===== config.mk =====
export PLATFORM = sky130hd
export DESIGN_NAME = host_port
export DESIGN_NICKNAME = d
export VERILOG_FILES = /design/src/hdl/ssm_pkg.sv /design/src/hdl/host_port.sv
export SDC_FILE = /design/constraint.sdc
export NUM_CORES = 1
export LEC_CHECK = 0
export BUFFER_PORTS_ARGS = -buffer_cell sky130_fd_sc_hd__buf_2
export CAP_MARGIN = 5
export CORE_AREA = 2 2 124 126
export DETAILED_ROUTE_END_ITERATION = 6
export DIE_AREA = 0 0 126 128
export PLACE_DENSITY_LB_ADDON = 0.2
export SETUP_SLACK_MARGIN = 0.2
export SLEW_MARGIN = 20
export SYNTH_ARGS = -nofsm -noshare
export SYNTH_HDL_FRONTEND = slang
export SYNTH_SLANG_ARGS = --single-unit

===== constraint.sdc =====
create_clock -name mclk -period 3.1 [get_ports mclk]
set_clock_uncertainty 0.2 [all_clocks]
set_input_delay 0.93 -clock mclk [delete_from_list [all_inputs] [get_ports mclk]]
set_output_delay 0.93 -clock mclk [all_outputs]
set_load 0.02 [all_outputs]

===== src/hdl/ssm_pkg.sv =====
/*
 * Register hub shared definitions
 * Host and console bus structs, register offsets, window codes and IDs
 */
package ssm_pkg;

	////////////////////////////////////////////////////////////
	// Bus types
	////////////////////////////////////////////////////////////

	typedef logic [15:0] word_t;

	// Host request, strobes last one cycle
	typedef struct packed {
		logic       cs;
		logic       wr;
		logic       rd;
		logic [7:0] addr;
		word_t      wdata;
	} host_bus_t;

	// Console A-bus pins, active low levels
	typedef struct packed {
		logic        cs2_n;
		logic        rd_n;
		logic        wr_n;
		logic [15:0] addr;
		word_t       wdata;
	} sat_bus_t;

	// Synchronized console access
	typedef struct packed {
		logic       rd_start;
		logic       wr_start;
		logic       cdc_sel;
		logic       reg_sel;
		logic [3:0] reg_idx;
		// Address bit 1, picks the half of a 32-bit pair
		logic       half;
	} sat_req_t;

	// Host control register layout
	typedef struct packed {
		logic [5:0] rsvd_hi;
		logic       fifo_dir;
		logic       fifo_rst;
		logic [4:0] rsvd_lo;
		logic       irq_fifo_en;
		logic       irq_cmd_en;
		logic       irq_cdc_en;
	} host_ctrl_t;

	// Decoded host write and FIFO strobes
	typedef struct packed {
		logic  hirq_set;
		logic  hirq_clr;
		logic  cmd_clr;
		logic  data_wr;
		logic  fifo_push;
		logic  fifo_pop;
		word_t wdata;
	} host_pulse_t;

	////////////////////////////////////////////////////////////
	// Host byte offsets
	////////////////////////////////////////////////////////////

	localparam logic [7:0] HA_ID       = 8'h00;
	localparam logic [7:0] HA_VER      = 8'h02;
	localparam logic [7:0] HA_CTRL     = 8'h04;
	localparam logic [7:0] HA_STAT     = 8'h06;
	localparam logic [7:0] HA_FIFO     = 8'h08;
	localparam logic [7:0] HA_FSTAT    = 8'h0C;
	localparam logic [7:0] HA_SCMD     = 8'h10;
	localparam logic [7:0] HA_SDATA    = 8'h12;
	localparam logic [7:0] HA_SCTRL    = 8'h14;
	// Four words each
	localparam logic [7:0] HA_RESP     = 8'h18;
	localparam logic [7:0] HA_RESPW    = 8'h20;
	localparam logic [7:0] HA_CR       = 8'h20;
	localparam logic [7:0] HA_HIRQ_SET = 8'h28;
	localparam logic [7:0] HA_MASK     = 8'h2A;
	localparam logic [7:0] HA_HIRQ_CLR = 8'h2C;

	////////////////////////////////////////////////////////////
	// Console register indexes and windows
	////////////////////////////////////////////////////////////

	localparam logic [3:0] CI_FIFO  = 4'd0;
	localparam logic [3:0] CI_HIRQ  = 4'd2;
	localparam logic [3:0] CI_MASK  = 4'd3;
	localparam logic [3:0] CI_CR1   = 4'd6;
	localparam logic [3:0] CI_CR2   = 4'd7;
	localparam logic [3:0] CI_CR3   = 4'd8;
	localparam logic [3:0] CI_CR4   = 4'd9;

	localparam logic [3:0] SI_ID    = 4'd0;
	localparam logic [3:0] SI_CTRL  = 4'd1;
	localparam logic [3:0] SI_STAT  = 4'd2;
	localparam logic [3:0] SI_TIMER = 4'd3;
	localparam logic [3:0] SI_CMD   = 4'd4;
	localparam logic [3:0] SI_DATA  = 4'd5;
	localparam logic [3:0] SI_FIFO  = 4'd6;

	// Against address bits 14..12
	localparam logic [2:0] WIN_CDC  = 3'd0;
	localparam logic [2:0] WIN_REG  = 3'd7;

	// "SR" and hardware/firmware version
	localparam word_t ID_WORD  = 16'h5253;
	localparam word_t VER_WORD = 16'h1204;

endpackage


===== src/hdl/host_port.sv =====
/*
 * Host register port
 * Control and response registers, interrupt flags, host read mux
 * and the host interrupt line
 */
`timescale 1ns/1ps

module host_port #(
	parameter int FIFO_AW = 10
) (
	input  logic                  mclk,
	input  logic                  st_ale,
	input  ssm_pkg::host_bus_t    host,
	input  ssm_pkg::word_t        fifo_q,
	input  logic [FIFO_AW:0]      fifo_used,
	input  logic                  fifo_full,
	input  logic                  fifo_empty,
	input  ssm_pkg::word_t        cr_words [4],
	input  ssm_pkg::word_t        hirq,
	input  ssm_pkg::word_t        hirq_mask,
	input  logic                  in_cmd,
	input  logic                  set_cdc,
	input  logic                  set_cmd,
	input  ssm_pkg::word_t        sys_cmd,
	input  ssm_pkg::word_t        sys_data,
	input  ssm_pkg::word_t        sys_ctrl,
	output ssm_pkg::host_ctrl_t   ctrl,
	output ssm_pkg::word_t        resp [4],
	output ssm_pkg::host_pulse_t  host_pulses,
	output ssm_pkg::word_t        host_rdata,
	output logic                  host_irq
);
	import ssm_pkg::*;

	logic             wr_en;
	logic             stat_wr;
	logic             fifo_evt;
	logic             flag_cdc;
	logic             flag_cmd;
	logic             flag_fifo;
	logic             empty_d;
	logic [FIFO_AW:0] used_d;
	logic [7:0]       addr_q;
	word_t            stat_word;
	word_t            fstat_word;

	////////////////////////////////////////////////////////////
	// Write decode
	////////////////////////////////////////////////////////////

	assign wr_en   = host.cs & host.wr;
	assign stat_wr = wr_en && (host.addr == HA_STAT);

	// Strobes for the console-side blocks and the FIFO
	assign host_pulses.hirq_set  = wr_en && (host.addr == HA_HIRQ_SET);
	assign host_pulses.hirq_clr  = wr_en && (host.addr == HA_HIRQ_CLR);
	assign host_pulses.cmd_clr   = wr_en && (host.addr == HA_SCMD);
	assign host_pulses.data_wr   = wr_en && (host.addr == HA_SDATA);
	assign host_pulses.fifo_push = wr_en && (host.addr == HA_FIFO);
	assign host_pulses.fifo_pop  = host.cs && host.rd && (host.addr == HA_FIFO);
	assign host_pulses.wdata     = host.wdata;

	always_ff @(posedge mclk or posedge st_ale)
	begin
		if (st_ale)
			ctrl <= '0;
		else if (wr_en && (host.addr == HA_CTRL))
			ctrl <= host_ctrl_t'(host.wdata);
	end

	// Four response words, address bits 2..1 pick the slot
	always_ff @(posedge mclk)
	begin
		if (wr_en && (host.addr[7:3] == HA_RESPW[7:3]))
			resp[host.addr[2:1]] <= host.wdata;
	end

	////////////////////////////////////////////////////////////
	// Interrupt flags
	////////////////////////////////////////////////////////////

	// FIFO went empty, dropped below 256 or reached 1024
	assign fifo_evt = (fifo_empty && !empty_d)
		|| ((used_d >= 256) && (fifo_used < 256))
		|| ((used_d < 1024) && (fifo_used >= 1024));

	// Event wins over a write-one clear in the same cycle
	always_ff @(posedge mclk or posedge st_ale)
	begin
		if (st_ale)
		begin
			flag_cdc  <= 1'b0;
			flag_cmd  <= 1'b0;
			flag_fifo <= 1'b0;
			empty_d   <= 1'b1;
			used_d    <= '0;
		end
		else
		begin
			empty_d <= fifo_empty;
			used_d  <= fifo_used;
			if (set_cdc)
				flag_cdc <= 1'b1;
			else if (stat_wr && host.wdata[0])
				flag_cdc <= 1'b0;
			if (set_cmd)
				flag_cmd <= 1'b1;
			else if (stat_wr && host.wdata[1])
				flag_cmd <= 1'b0;
			if (fifo_evt)
				flag_fifo <= 1'b1;
			else if (stat_wr && host.wdata[2])
				flag_fifo <= 1'b0;
		end
	end

	assign host_irq = (flag_cdc & ctrl.irq_cdc_en)
		| (flag_cmd & ctrl.irq_cmd_en)
		| (flag_fifo & ctrl.irq_fifo_en);

	////////////////////////////////////////////////////////////
	// Host read mux
	////////////////////////////////////////////////////////////

	assign stat_word  = {1'b0, host_irq, 1'b0, in_cmd, 9'b0, flag_fifo, flag_cmd, flag_cdc};
	assign fstat_word = word_t'({fifo_full, fifo_used});

	// Address latched first, data one edge later
	always_ff @(posedge mclk)
	begin
		addr_q <= host.addr;
		case (addr_q)
			HA_ID:       host_rdata <= ID_WORD;
			HA_VER:      host_rdata <= VER_WORD;
			HA_CTRL:     host_rdata <= word_t'(ctrl);
			HA_STAT:     host_rdata <= stat_word;
			// Head word, popping is left to the rd strobe
			HA_FIFO:     host_rdata <= fifo_q;
			HA_FSTAT:    host_rdata <= fstat_word;
			HA_SCMD:     host_rdata <= sys_cmd;
			HA_SDATA:    host_rdata <= sys_data;
			HA_SCTRL:    host_rdata <= sys_ctrl;
			HA_RESP, HA_RESP + 8'd2, HA_RESP + 8'd4, HA_RESP + 8'd6:
				host_rdata <= resp[addr_q[2:1]];
			HA_CR, HA_CR + 8'd2, HA_CR + 8'd4, HA_CR + 8'd6:
				host_rdata <= cr_words[addr_q[2:1]];
			HA_HIRQ_SET: host_rdata <= hirq;
			HA_MASK:     host_rdata <= hirq_mask;
			default:     host_rdata <= 16'hffff;
		endcase
	end

endmodule


# Yosys cells after proc, flatten, opt, wreduce, memory -nomap -nowiden
# Index checks and enable logic that the tools add are counted.
# totals
ff_bits	119
out_inout_bits	119
input_bits	205
elab_cells	101
# op_classes
n_lt_le_gt_ge	7
bitwise	8
reduce_logical	26
n_mux	16
n_eq_ne	26
# ops
op	n
$pmux 16 s13	1
$mux 16	5
$eq 8x5->1 const B	9
$bmux 16 s2	2
$bwmux 64	1
$eq 8x6->1 const B	8
$demux 16 s2	1
$eq 8x3->1 const B	4
$eq 8x4->1 const B	3
$logic_and 1x1->1	17
$ge 11x11->1 const B	1
$ge 11x9->1 const B	1
$lt 11x11->1 const B	1
$lt 11x9->1 const B	1
$eq 8x2->1 const B	1
$logic_not 8->1	1
$reduce_or 4->1	2
$ge 3x3->1 const B	2
$mux 1	6
$not 2->3	2
$reduce_bool 2->1	3
$eq 5x3->1 const B	1
$and 1x1->1	4
$lt 3x1->1 const B	1
other kinds (3)	5

# Depth between registers and ports, before layout
# Gate-level depths: netlist of run 1.
# depth
depth_word	6
mapped_depth	8
ltp_nobuf	5

# Least setup slack after synthesis of run 1
# OpenSTA, ideal clock, no wires.
# synth_path
kind	input to register
from	input port host[20] (netlist name)
to	register resp[16] (netlist name) (enable)
setup_ns	0.409
path_slack_ns	-0.216
arrival_time_ns	2.707
n_path_buf	0
path_stages	4
required_time_ns	2.491
path_cell_list	or3_4 > nor2_1 > nand3_1 > nor3_1
# synth_between
elab_chain_cells	2
# synth_rtl
element	line	source
start: declaration	host_port.sv:13	input ssm_pkg::host_bus_t host,
$eq 5x3->1	host_port.sv:74	if (wr_en && (host.addr[7:3] == HA_RESPW[7:3]))
$logic_and 1x1->1	host_port.sv:74	
end signal: indexed assignment	host_port.sv:75	resp[host.addr[2:1]] <= host.wdata;
end: declaration	host_port.sv:28	output ssm_pkg::word_t resp [4],
# Every way passes these cells.
# A chain may end at the register's enable or synchronous reset.

==> summary.md, run 1 <==
| Metric | Value |
|---|---|
| Max-slew violation count | 0 |
| Synth unique cells | between 50 and 60 |
| Clock network fraction of total power | 35.3% |
| Largest net degree at the start of global routing | 36 |
| Final setup vio count | 0 |
| Clock Sink Count | 111 |
| Tcrit/Tclk final | between 90 and 100% |
| Root buf cell | clkbuf_16 |
| Area of the multi-input gates | about 2700 um^2 |
| Async set-or-reset flop fraction in the synthesized netlist | around a fifth |
| First-pass GRT wire length | ~33,000 um |
| Share of layout cells above drive strength 1 | 58.7% |
| Post-Syn Nets | between 600 and 700 |
| CTS tree | built |
| Switching part of the total | between 20% and 30% |
| Total power | roughly 0.0032 W |
| # rows | 45 |
| Filler Cell Count | 1,329 |
| IO Port Bufs | 323 |
| Leakage power | around 3.5 nW |
| Startpoint types | input port |
| Initial Utilization | between 30 and 40% |
| DR top layer | met4 |
| R2r setup slk | approximately 0.48 ns |
| Kind of critical path | input port to output port |
| Min Hold Slack | around 0.32 ns |
| Reg2reg end | host_rdata[12]$_SDFF_PN1_ |
| # DRC | 0 |
| Iter 0 DRT Violations | 390 |
| # IOs | between 300 and 400 |
| Count of warnings emitted by yosys | 0 |
| Vias in the first global route | 5,587 |
| Gpl congestion | 0.878 |
| Synth top area cells | edfxtp_1 (33%), mux4_2 (12%), dfrtp_1 (9.4%) |
| Die Ht | around 130 um |
| Int Pwr | between 0.002 and 0.0025 W |
| Worst min path class | flop to flop |
| Post-synth EDFFs | 64 |
| Area grow syn2layout | 40.4% |
| Mean Syn Cell Area | ~13 um^2 |
| Seq pwr share | about half |
| Sequential area share after synthesis | around half |
| Final Hold Viols | 0 |
| Max_cap viols | 0 |
| Fmax | 328 MHz |
| N_diodes | 0 |
| Vias/cell | between 5 and 6 |
| Detailed Routing Iterations Pass 1 | 5 |
| Yosys top cell area share | around a third |
| Routed WL | 22,900 um |
| Crit path capture type | output port |
| Number of routed nets with antenna violations | 0 |
| CP required | 1.97 ns |
| Total GRT Usage | between 20% and 30% |
| Combinational share of power | between 10% and 20% |
| Final #Nets | just under 1,000 |
| Commonest cells in the netlist | edfxtp_1 (64), mux4_2 (32), nor2_1 (29) |
| CTS H-Tree Depth | 3 |
| Clk buf depth | 2 |
| DR WL met2 | roughly 11,000 um |
| Sequential cell area | 2980 um^2 |
| Worst Tran Pin Value | roughly 0.79 ns |
| Hold path depth | 1 |
| Main synth FF type | edfxtp_1 |
| Length in cells of the worst reg-to-reg path | 6 |
| RR Startpoint | addr_q[5]$_DFF_P_ |
| Hold_buf cts | 0 |
| Wire per inst | 23.6 um |
| Pwr Density | between 300 and 400 nW/um^2 |
| Top-count cell post-synth | edfxtp_1 |
| Cells after synthesis | 448 |
| Die area | 16,100 um^2 |
| Outcome | complete, no violations |
| Met3 Wirelength | 1680 um |
| Rel. slew slack | 47.4% |
| Mapped Area | approximately 6000 um^2 |
| Vias after detailed routing | approximately 5,500 |
| Die span in x | approximately 130 um |
| Max FO, Critical Path | 3 |
| GRT overflow | 0 |
| Net load switching power | about 0.00083 W |
| Antenna violations before repair | 0 |
| Core box area | approximately 15,000 um^2 |
| WP data arrival | about 1.9 ns |
| RSZ-0062 raised after global routing | yes |
| Clock slew at reported path FFs | roughly 0.080 ns |
| Yosys top cell by area | edfxtp_1 |
| Detailed placement HPWL | ~18,000 um |
| Cts bufs inserted | 9 |
| Peak VDD IR | between 0.3 and 0.4 mV |
| Worst skew pair latency | 0.35 ns |
| Sink of the worst hold path | flag_cmd$_DFFE_PP0P_ |
| Min Tclk post-route | about 3.1 ns |
| DRT met1 WL | 9320 um |
| Synthesized flop and latch total | roughly 110 |
| Min-delay src | flag_cmd$_DFFE_PP0P_ |
## sequential cells by signal (all words and copies together) (netlist names)
name / flops
flag_fifo: 1
ctrl: 16
empty_d: 1
flag_cdc: 1
flag_cmd: 1
used_d: 3
addr_q: 8
resp: 64
host_rdata: 16
## critical path: stages
cell,delay [ns]
buf_6,0.09
or3_4,0.40
nor2_4,0.11
nand3b_1,0.15
nor2_4,0.11
buf_6,0.12
## per-layer routing
| layer | track usage (%) | up-vias |
|---|---|---|
| li1 | - | 2432 |
| met1 | 36.8 | 2726 |
| met2 | 45.5 | 282 |
| met3 | 5.55 | 37 |
| met4 | 9.50 | 0 |
| met5 | 0 | - |
## repair_timing
item / 4_1_cts / 5_1_grt
resized for setup: 16 / 3
setup buffers: 1 / 0
setup endpoints to repair: 6 / 6
pin swaps: 5 / 1
## power by group through the flow
stage | Sequential (W) | Clock, W | Combinational (W)
after floorplan | 0.00164 | 0 | 0.000224
after CTS | 0.00163 | 0.00116 | 0.000451
final | 0.00163 | 0.00114 | 0.000451
after detailed placement | 0.00166 | 0 | 0.000442
after global routing | 0.00163 | 0.00120 | 0.000484
after global placement | 0.00166 | 0 | 0.000434
## worst max-delay path by stage
stage          slack [ns]     start  cells after the start           endpoint
3_5_place_dp        -0.04  host[20]                      6    host_pulses[20]
6_report             0.05  host[20]                      6    host_pulses[21]
5_1_grt              0.01  host[20]                      6    host_pulses[21]
2_1_floorplan        0.15  host[20]                      4  resp[0]$_DFFE_PP_
3_3_place_gp        -0.01  host[20]                      6    host_pulses[21]
4_1_cts              0.05  host[20]                      6    host_pulses[21]
## per-stage QoR
| stage | area, um^2 | setup slack [ns] | TNS [ns] | utilization (%) | cells |
|---|---|---|---|---|---|
| floorplan | 5880 | 0.149 | 0 | - | 448 |
| global placement | 7840 | -0.0107 | -0.0213 | 52.7 | 954 |
| detailed placement | 7840 | -0.0411 | -0.0791 | 52.7 | 954 |
| CTS | 8200 | 0.0545 | 0 | 55.2 | 971 |
| global route | 8210 | 0.0119 | 0 | 55.2 | 971 |
| finish | 8210 | 0.0476 | 0 | 55.2 | 971 |
## cell type report
type | count | share of cell area, %
Tap cell | 188 | 2.86
Multi-Input combinational cell | 290 | 32.6
Timing Repair Buffer | 361 | 24.5
Inverter | 5 | 0.229
Clock inverter | 7 | 0.777
Clock buffer | 9 | 2.74
Sequential cell | 111 | 36.3
## cell families after synthesis
family / Yosys count / share of synthesized area [%]
xor gates and xnor gates: 1 / 0.150
AOI/OAI and AO/OA: 86 / 10.8
muxes: 75 / 20.9
and+or+nand+nor: 128 / 12.4
DFF: 111 / 51.0
buffers and inverters: 47 / 4.73
## placed cells by master, fill, tap and decap left out, types with 5 or more instances in the layout
cell type  instances
nand4_1            6
o21ai_0            7
dfrtp_1           22
a22o_1             5
nand2b_1           8
mux2_2            17
mux4_2            32
a221oi_1           9
nand3_1           13
a21oi_1           13
inv_1              5
dfxtp_1           22
nor3_1             6
mux2_4            10
buf_12             5
clkbuf_16          9
nor2_1            24
nand2_1           27
edfxtp_1          64
a22oi_1           24
buf_4             36
mux2i_1           16
buf_2            314
buf_6              6
nor3_4             5
No activity file was read; power rests on OpenSTA's default activity.
==> inputs of run 2 (changes only) <==
--- a/config.mk
+++ b/config.mk
@@ -11,7 +11,6 @@
 export DETAILED_ROUTE_END_ITERATION = 6
 export DIE_AREA = 0 0 126 128
 export PLACE_DENSITY_LB_ADDON = 0.2
-export SETUP_SLACK_MARGIN = 0.2
 export SLEW_MARGIN = 20
 export SYNTH_ARGS = -nofsm -noshare
 export SYNTH_HDL_FRONTEND = slang
==> run 2 against run 1 <==
Against the previous run:
- setup slack worse by 0.014 ns
- routed wire length grew 2.3%
- utilization down 0.60 points
- global-route usage is 0.82 points higher
- fmax fell by 0.45%
- worst hold slack better by 0.0080 ns
- via count shrank 0.31%
- register-to-register slack barely moved
- sequential power barely moved
- combinational power down 2%
- critical path depth is the same
==> summary.md, run 2 (same netlist as run 1, synthesis figures left out) <==
| Metric | Value |
|---|---|
| Filler Cell Count | about 1,300 |
| DR top layer | met5 |
| Max FO, Critical Path | 3 |
| Fmax | 326 MHz |
| # rows | 45 |
| Net load switching power | ~0.00082 W |
| Worst skew pair latency | 0.36 ns |
| Outcome | complete, no violations |
| Vias after detailed routing | 5,460 |
| Max-slew violation count | 0 |
| Min Hold Slack | 0.325 ns |
| CTS tree | built |
| Cts bufs inserted | 9 |
| Kind of critical path | input port to output port |
| Seq pwr share | 49.8% |
| Switching part of the total | between 20% and 30% |
| Worst min path class | flop to flop |
| Final setup vio count | 0 |
| Final #Nets | between 900 and 1,000 |
| Routed WL | roughly 23,000 um |
| DR WL met2 | approximately 12,000 um |
| Peak VDD IR | about 0.37 mV |
| Length in cells of the worst reg-to-reg path | 6 |
| DRT met1 WL | 8910 um |
| Vias in the first global route | 5,717 |
| Detailed Routing Iterations Pass 1 | 5 |
| # IOs | ~320 |
| Commonest non-fill, non-tap cell in the layout | buf_2 |
| Detailed placement HPWL | 17,900 um |
| Startpoint types | input port |
| Vias/cell | 5.66 |
| Initial Utilization | 39.3% |
| GRT overflow | 0 |
| RSZ-0062 raised after global routing | no |
| Min Tclk post-route | about 3.1 ns |
| Pwr Density | ~400 nW/um^2 |
| Commonest cells after routing, fill and taps aside | buf_2 (321), edfxtp_1 (64), mux4_2 (32) |
| Hold path depth | 1 |
| Max_cap viols | 0 |
| Die Ht | roughly 130 um |
| Clock network fraction of total power | between 30% and 40% |
| Post-Layout Inst Area | 8120 um^2 |
| Share of layout cells above drive strength 1 | between 50 and 60% |
| Met3 Wirelength | ~1900 um |
| First-pass GRT wire length | roughly 34,000 um |
| CP max-delay cell | or3_4 |
| CP Cell Sequence | buf_2 > or3_4 > nor2_4 > nand3b_1 > nor2_1 > buf_4 |
| Int Pwr | 0.00245 W |
| Crit path capture type | output port |
| Clk buf depth | 2 |
| Antenna violations before repair | 2 |
| Worst Tran Pin Value | 0.973 ns |
| Core box area | between 10,000 and 15,000 um^2 |
| Largest net degree at the start of global routing | 39 |
| Die span in x | roughly 130 um |
| Tcrit/Tclk final | 98.9% |
| Flip-flop count of the largest register after layout | 64 |
| Leakage power | around 3.5 nW |
| IO Port Bufs | about 320 |
| Clock Sink Count | 111 |
| Die area | around 16,000 um^2 |
| Number of routed nets with antenna violations | 0 |
| WP data arrival | just under 2 ns |
| # DRC | 0 |
| Clock slew at reported path FFs | ~0.070 ns |
| Wire per inst | approximately 24 um |
| CP max stage delay | between 0.4 and 0.5 ns |
| Iter 0 DRT Violations | 315 |
| Placed Area | approximately 8000 um^2 |
| Rel. slew slack | ~35% |
| CTS H-Tree Depth | 3 |
| Gpl congestion | about 0.87 |
| Final Hold Viols | 0 |
| Combinational share of power | 13.6% |
| Root buf cell | clkbuf_16 |
| Area grow syn2layout | 38.9% |
| Total GRT Usage | 28.5% |
| CP required | around 2.0 ns |
-- run 2: cell types whose count changed in the layout (fill, tap and decap cells not counted), moves of 3 or more --
cell	delta
buf_4	-10
buf_2	+7
buf_6	-6
nor3_1	+3
-- run 2: routing by layer --
layer  GRT usage (%)  up-vias
met2            49.8      287
li1                -     2421
met3            6.59       46
met4            9.18        2
met1            35.0     2704
met5               0        -
-- run 2: repair_timing --
action,4_1_cts,5_1_grt
endpoints found under the setup margin,2,2
gates resized for setup,2,4
endpoints found under the hold margin,0,0
hold buffers,0,0
setup buffers,0,1
pin swaps,0,2
-- run 2: final timing paths --
check	start	endpoint	slack (ns)
max	host[20]	host_pulses[21]	0.03
min	flag_cdc$_DFFE_PP0P_	flag_cdc$_DFFE_PP0P_	0.32
max reg2reg	addr_q[3]$_DFF_P_	host_rdata[6]$_SDFF_PN1_	0.49
min reg2reg	flag_cdc$_DFFE_PP0P_	flag_cdc$_DFFE_PP0P_	0.32
max in group asynchronous	st_ale	empty_d$_DFF_PP1_	1.97
min in group asynchronous	st_ale	ctrl[6]$_DFFE_PP0P_	0.43
-- run 2: layout make-up --
type                       count  area [um^2]  area share, %
sequential                   111         2980           36.7
multi-input combinational    290         2640           32.5
timing repair buffer         354         1940           23.9
tap                          188          235           2.90
clock buffer                  11          233           2.87
clock inverter                 5         66.3          0.817
inverter                       5         18.8          0.231
antenna                        1         2.50         0.0308
-- run 2: critical path, delay by kind of cell --
family                 cells  cell delay (ns)
buffers and inverters      2             0.26
and+or+nand+nor            4             0.75
-- run 2: metrics by stage --
stage	setup TNS, ns	setup WS, ns	util, %	instances	total power [W]
6_report	0	0.0338	54.6	965	0.00327
3_3_place_gp	0	0.0164	52.4	947	0.00209
4_1_cts	0	0.00159	54.5	963	0.00329
2_1_floorplan	0	0.0820	-	448	0.00187
5_1_grt	0	0.00274	54.6	965	0.00339
3_5_place_dp	-0.0367	-0.0265	52.4	947	0.00211
-- run 2: power groups by stage --
stage,Clock [W],Sequential [W],Combinational [W]
floorplan,0,0.00164,0.000223
global placement,0,0.00166,0.000432
detailed placement,0,0.00166,0.000442
CTS,0.00122,0.00163,0.000445
global route,0.00127,0.00164,0.000477
finish,0.00120,0.00163,0.000444
==> inputs of run 3 (changes only) <==
--- a/config.mk
+++ b/config.mk
@@ -5,11 +5,12 @@
 export SDC_FILE = /design/constraint.sdc
 export NUM_CORES = 1
 export LEC_CHECK = 0
+export ABC_AREA = 1
 export BUFFER_PORTS_ARGS = -buffer_cell sky130_fd_sc_hd__buf_2
 export CAP_MARGIN = 5
-export CORE_AREA = 2 2 124 126
+export CORE_AREA = 2 2 125 127
 export DETAILED_ROUTE_END_ITERATION = 6
-export DIE_AREA = 0 0 126 128
+export DIE_AREA = 0 0 127 129
 export PLACE_DENSITY_LB_ADDON = 0.2
 export SLEW_MARGIN = 20
 export SYNTH_ARGS = -nofsm -noshare
==> run 3 against run 2 <==
Against the previous run:
- synthesized cell count up 110%
- first-iteration DRC count up 60%
- clock power about the same
- sequential share of layout area down 1.5 points
- utilization up 1.8 points
- routed wire length down 0.89%
- global-route usage down 0.77 points
- clock-buffer cell count unchanged
- worst hold slack worse by 0.0069 ns
- combinational power up 3%
- setup slack better by 0.083 ns
- critical endpoint is now host_pulses[17]
==> summary.md, run 3 <==
| Metric | Value |
|---|---|
| Fmax | 335 MHz |
| R2r setup slk | approximately 0.49 ns |
| Sequential area share after synthesis | between 40% and 50% |
| Final setup vio count | 0 |
| Share of layout cells above drive strength 1 | between 30% and 40% |
| Routed WL | about 23,000 um |
| CTS H-Tree Depth | 3 |
| Commonest non-fill, non-tap cell in the layout | buf_2 |
| Detailed placement HPWL | ~18,000 um |
| Wire per inst | 16.4 um |
| End-of-flow core utilization | a little under three fifths |
| # rows | 45 |
| Startpoint types | input port |
| Top-count cell post-synth | nand2_1 |
| WP data arrival | 1.85 ns |
| Die area | 16,400 um^2 |
| GRT overflow | 0 |
| First-pass GRT wire length | about 34,000 um |
| Max-slew violation count | 0 |
| Vias/cell | 5.00 |
| Yosys top cell by area | edfxtp_1 |
| Detailed Routing Iterations Pass 1 | 5 |
| Total power | approximately 0.0032 W |
| Mapped Area | 6450 um^2 |
| Placed Area | 8160 um^2 |
| Gpl congestion | 0.909 |
| Non-Filler Instances | 1,419 |
| Clock Sink Count | between 100 and 150 |
| Tcrit/Tclk final | just under 100% |
| Dpl cells | about 1,400 |
| Mean Syn Cell Area | ~7 um^2 |
| Worst min path class | flop to flop |
| Synth unique cells | 26 |
| Pwr Density | about 380 nW/um^2 |
| Final Hold Viols | 0 |
| Die span in x | 127 um |
| Cells after synthesis | approximately 930 |
| Vias after detailed routing | between 7,000 and 8,000 |
| Antenna violations before repair | 0 |
| Async set-or-reset flop fraction in the synthesized netlist | between 20% and 30% |
| Post-Syn Nets | around 1,100 |
| Kind of critical path | input port to output port |
| Outcome | complete, no violations |
| # resized after CTS | 0 |
| Number of setup buffers added after CTS | 0 |
| Flip-flop count of the largest register after layout | 64 |
| Root buf cell | clkbuf_16 |
| Setup tns final | 0 ns |
| CTS tree | built |
| Area grow syn2layout | 31.1% |
| Worst skew pair latency | 0.36 ns |
| Cts bufs inserted | 9 |
| RSZ-0062 raised after global routing | no |
| Clock slew at reported path FFs | 0.07 ns |
| CP required | ~2.0 ns |
| Rel. slew slack | between 30% and 40% |
| Number of routed nets with antenna violations | 0 |
| Initial Utilization | roughly 43% |
| Min Tclk post-route | 2.98 ns |
| N_diodes | 0 |
| Largest net degree at the start of global routing | between 60 and 70 |
| Main synth FF type | edfxtp_1 |
| Post-Layout Inst Area | around 8500 um^2 |
| Max FO, Critical Path | 4 |
| Clk buf depth | 2 |
| Leakage power | 4.44 nW |
| Vias in the first global route | around 6,500 |
| # DRC | 0 |
| # IOs | approximately 320 |
| Peak VDD IR | 0.286 mV |
| Post-synth EDFFs | 64 |
| Total GRT Usage | 27.7% |
| Commonest cells in the netlist | nand2_1 (295), nor2_1 (172), nand3_1 (112) |
| Final #Nets | 1,431 |
| Worst Tran Pin Value | 1.02 ns |
| Yosys top cell area share | 29.8% |
| Synthesized flop and latch total | 111 |
| Die Ht | 129 um |
| IO Port Bufs | around 320 |
| Count of warnings emitted by yosys | 0 |
| Commonest cells after routing, fill and taps aside | buf_2 (323), nand2_1 (295), nor2_1 (171) |
| Core box area | approximately 15,000 um^2 |
| Max_cap viols | 0 |
| Crit path capture type | output port |
| Synth top area cells | edfxtp_1 (30%), nand2_1 (17%), nor2_1 (10%) |
| Iter 0 DRT Violations | 505 |
| Hold_buf cts | 0 |
-- run 3: cell types whose count changed after synthesis, sizes merged, moves of 32 or more --
cell   change
inv       +87
o21ai     +50
nand3     +99
nor2     +153
nand2    +271
mux4      -32
-- run 3: power breakdown --
group          total (W)  internal [W]  leakage [nW]  switching (W)
Combinational   0.000456      0.000178          3.24       0.000278
Clock            0.00119      0.000638         0.143       0.000549
Sequential       0.00160       0.00159          1.06      0.0000180
Total            0.00325       0.00240          4.44       0.000845
-- run 3: final timing paths --
kind                                      from                  endpoint  cells after the start
min in group asynchronous               st_ale       used_d[9]$_DFF_PP0_                      3
max                                   host[20]           host_pulses[17]                      5
min                        ctrl[5]$_DFFE_PP0P_       ctrl[5]$_DFFE_PP0P_                      2
min reg2reg                ctrl[5]$_DFFE_PP0P_       ctrl[5]$_DFFE_PP0P_                      2
max in group asynchronous               st_ale         empty_d$_DFF_PP1_                      3
max reg2reg                  addr_q[2]$_DFF_P_  host_rdata[5]$_SDFF_PN1_                      8
-- run 3: cell families (layout without fill, tap and decap cells) --
| kind of cell | after synthesis | after routing | synth area share [%] |
|---|---|---|---|
| and+or+nand+nor | 606 | 606 | 38.7 |
| buffers and inverters | 147 | 450 | 10.2 |
| DFF | 111 | 111 | 46.2 |
| AOI/OAI and AO/OA | 64 | 64 | 4.98 |
-- run 3: worst max-delay path: stages --
cell and delay [ns]:
buf_2 0.12, nor4_1 0.36, nand4_1 0.17, nor2_1 0.11, buf_2 0.17
-- run 3: metal layers --
layer	global-route usage, %	vias to the layer above	share of wire (%)
li1	-	3514	-
met1	34.3	3229	41
met2	49.0	312	50
met3	5.28	34	7.5
met4	9.18	0	2.3
met5	0	-	0
-- run 3: stage by stage --
stage / worst slack, ns / hold slack, ns
3_3_place_gp: 0.106 / 0.291
5_1_grt: 0.0170 / 0.343
4_1_cts: 0.115 / 0.325
3_5_place_dp: 0.120 / 0.308
6_report: 0.117 / 0.318
2_1_floorplan: 0.0226 / 0.286
-- run 3: cell type report --
class	instances	area, um^2
Clock buffer	11	233
Clock inverter	5	63.8
Fill cell	1455	6520
Inverter	92	345
Multi-Input combinational cell	670	2840
Sequential cell	111	2980
Tap cell	188	235
Timing Repair Buffer	342	1760
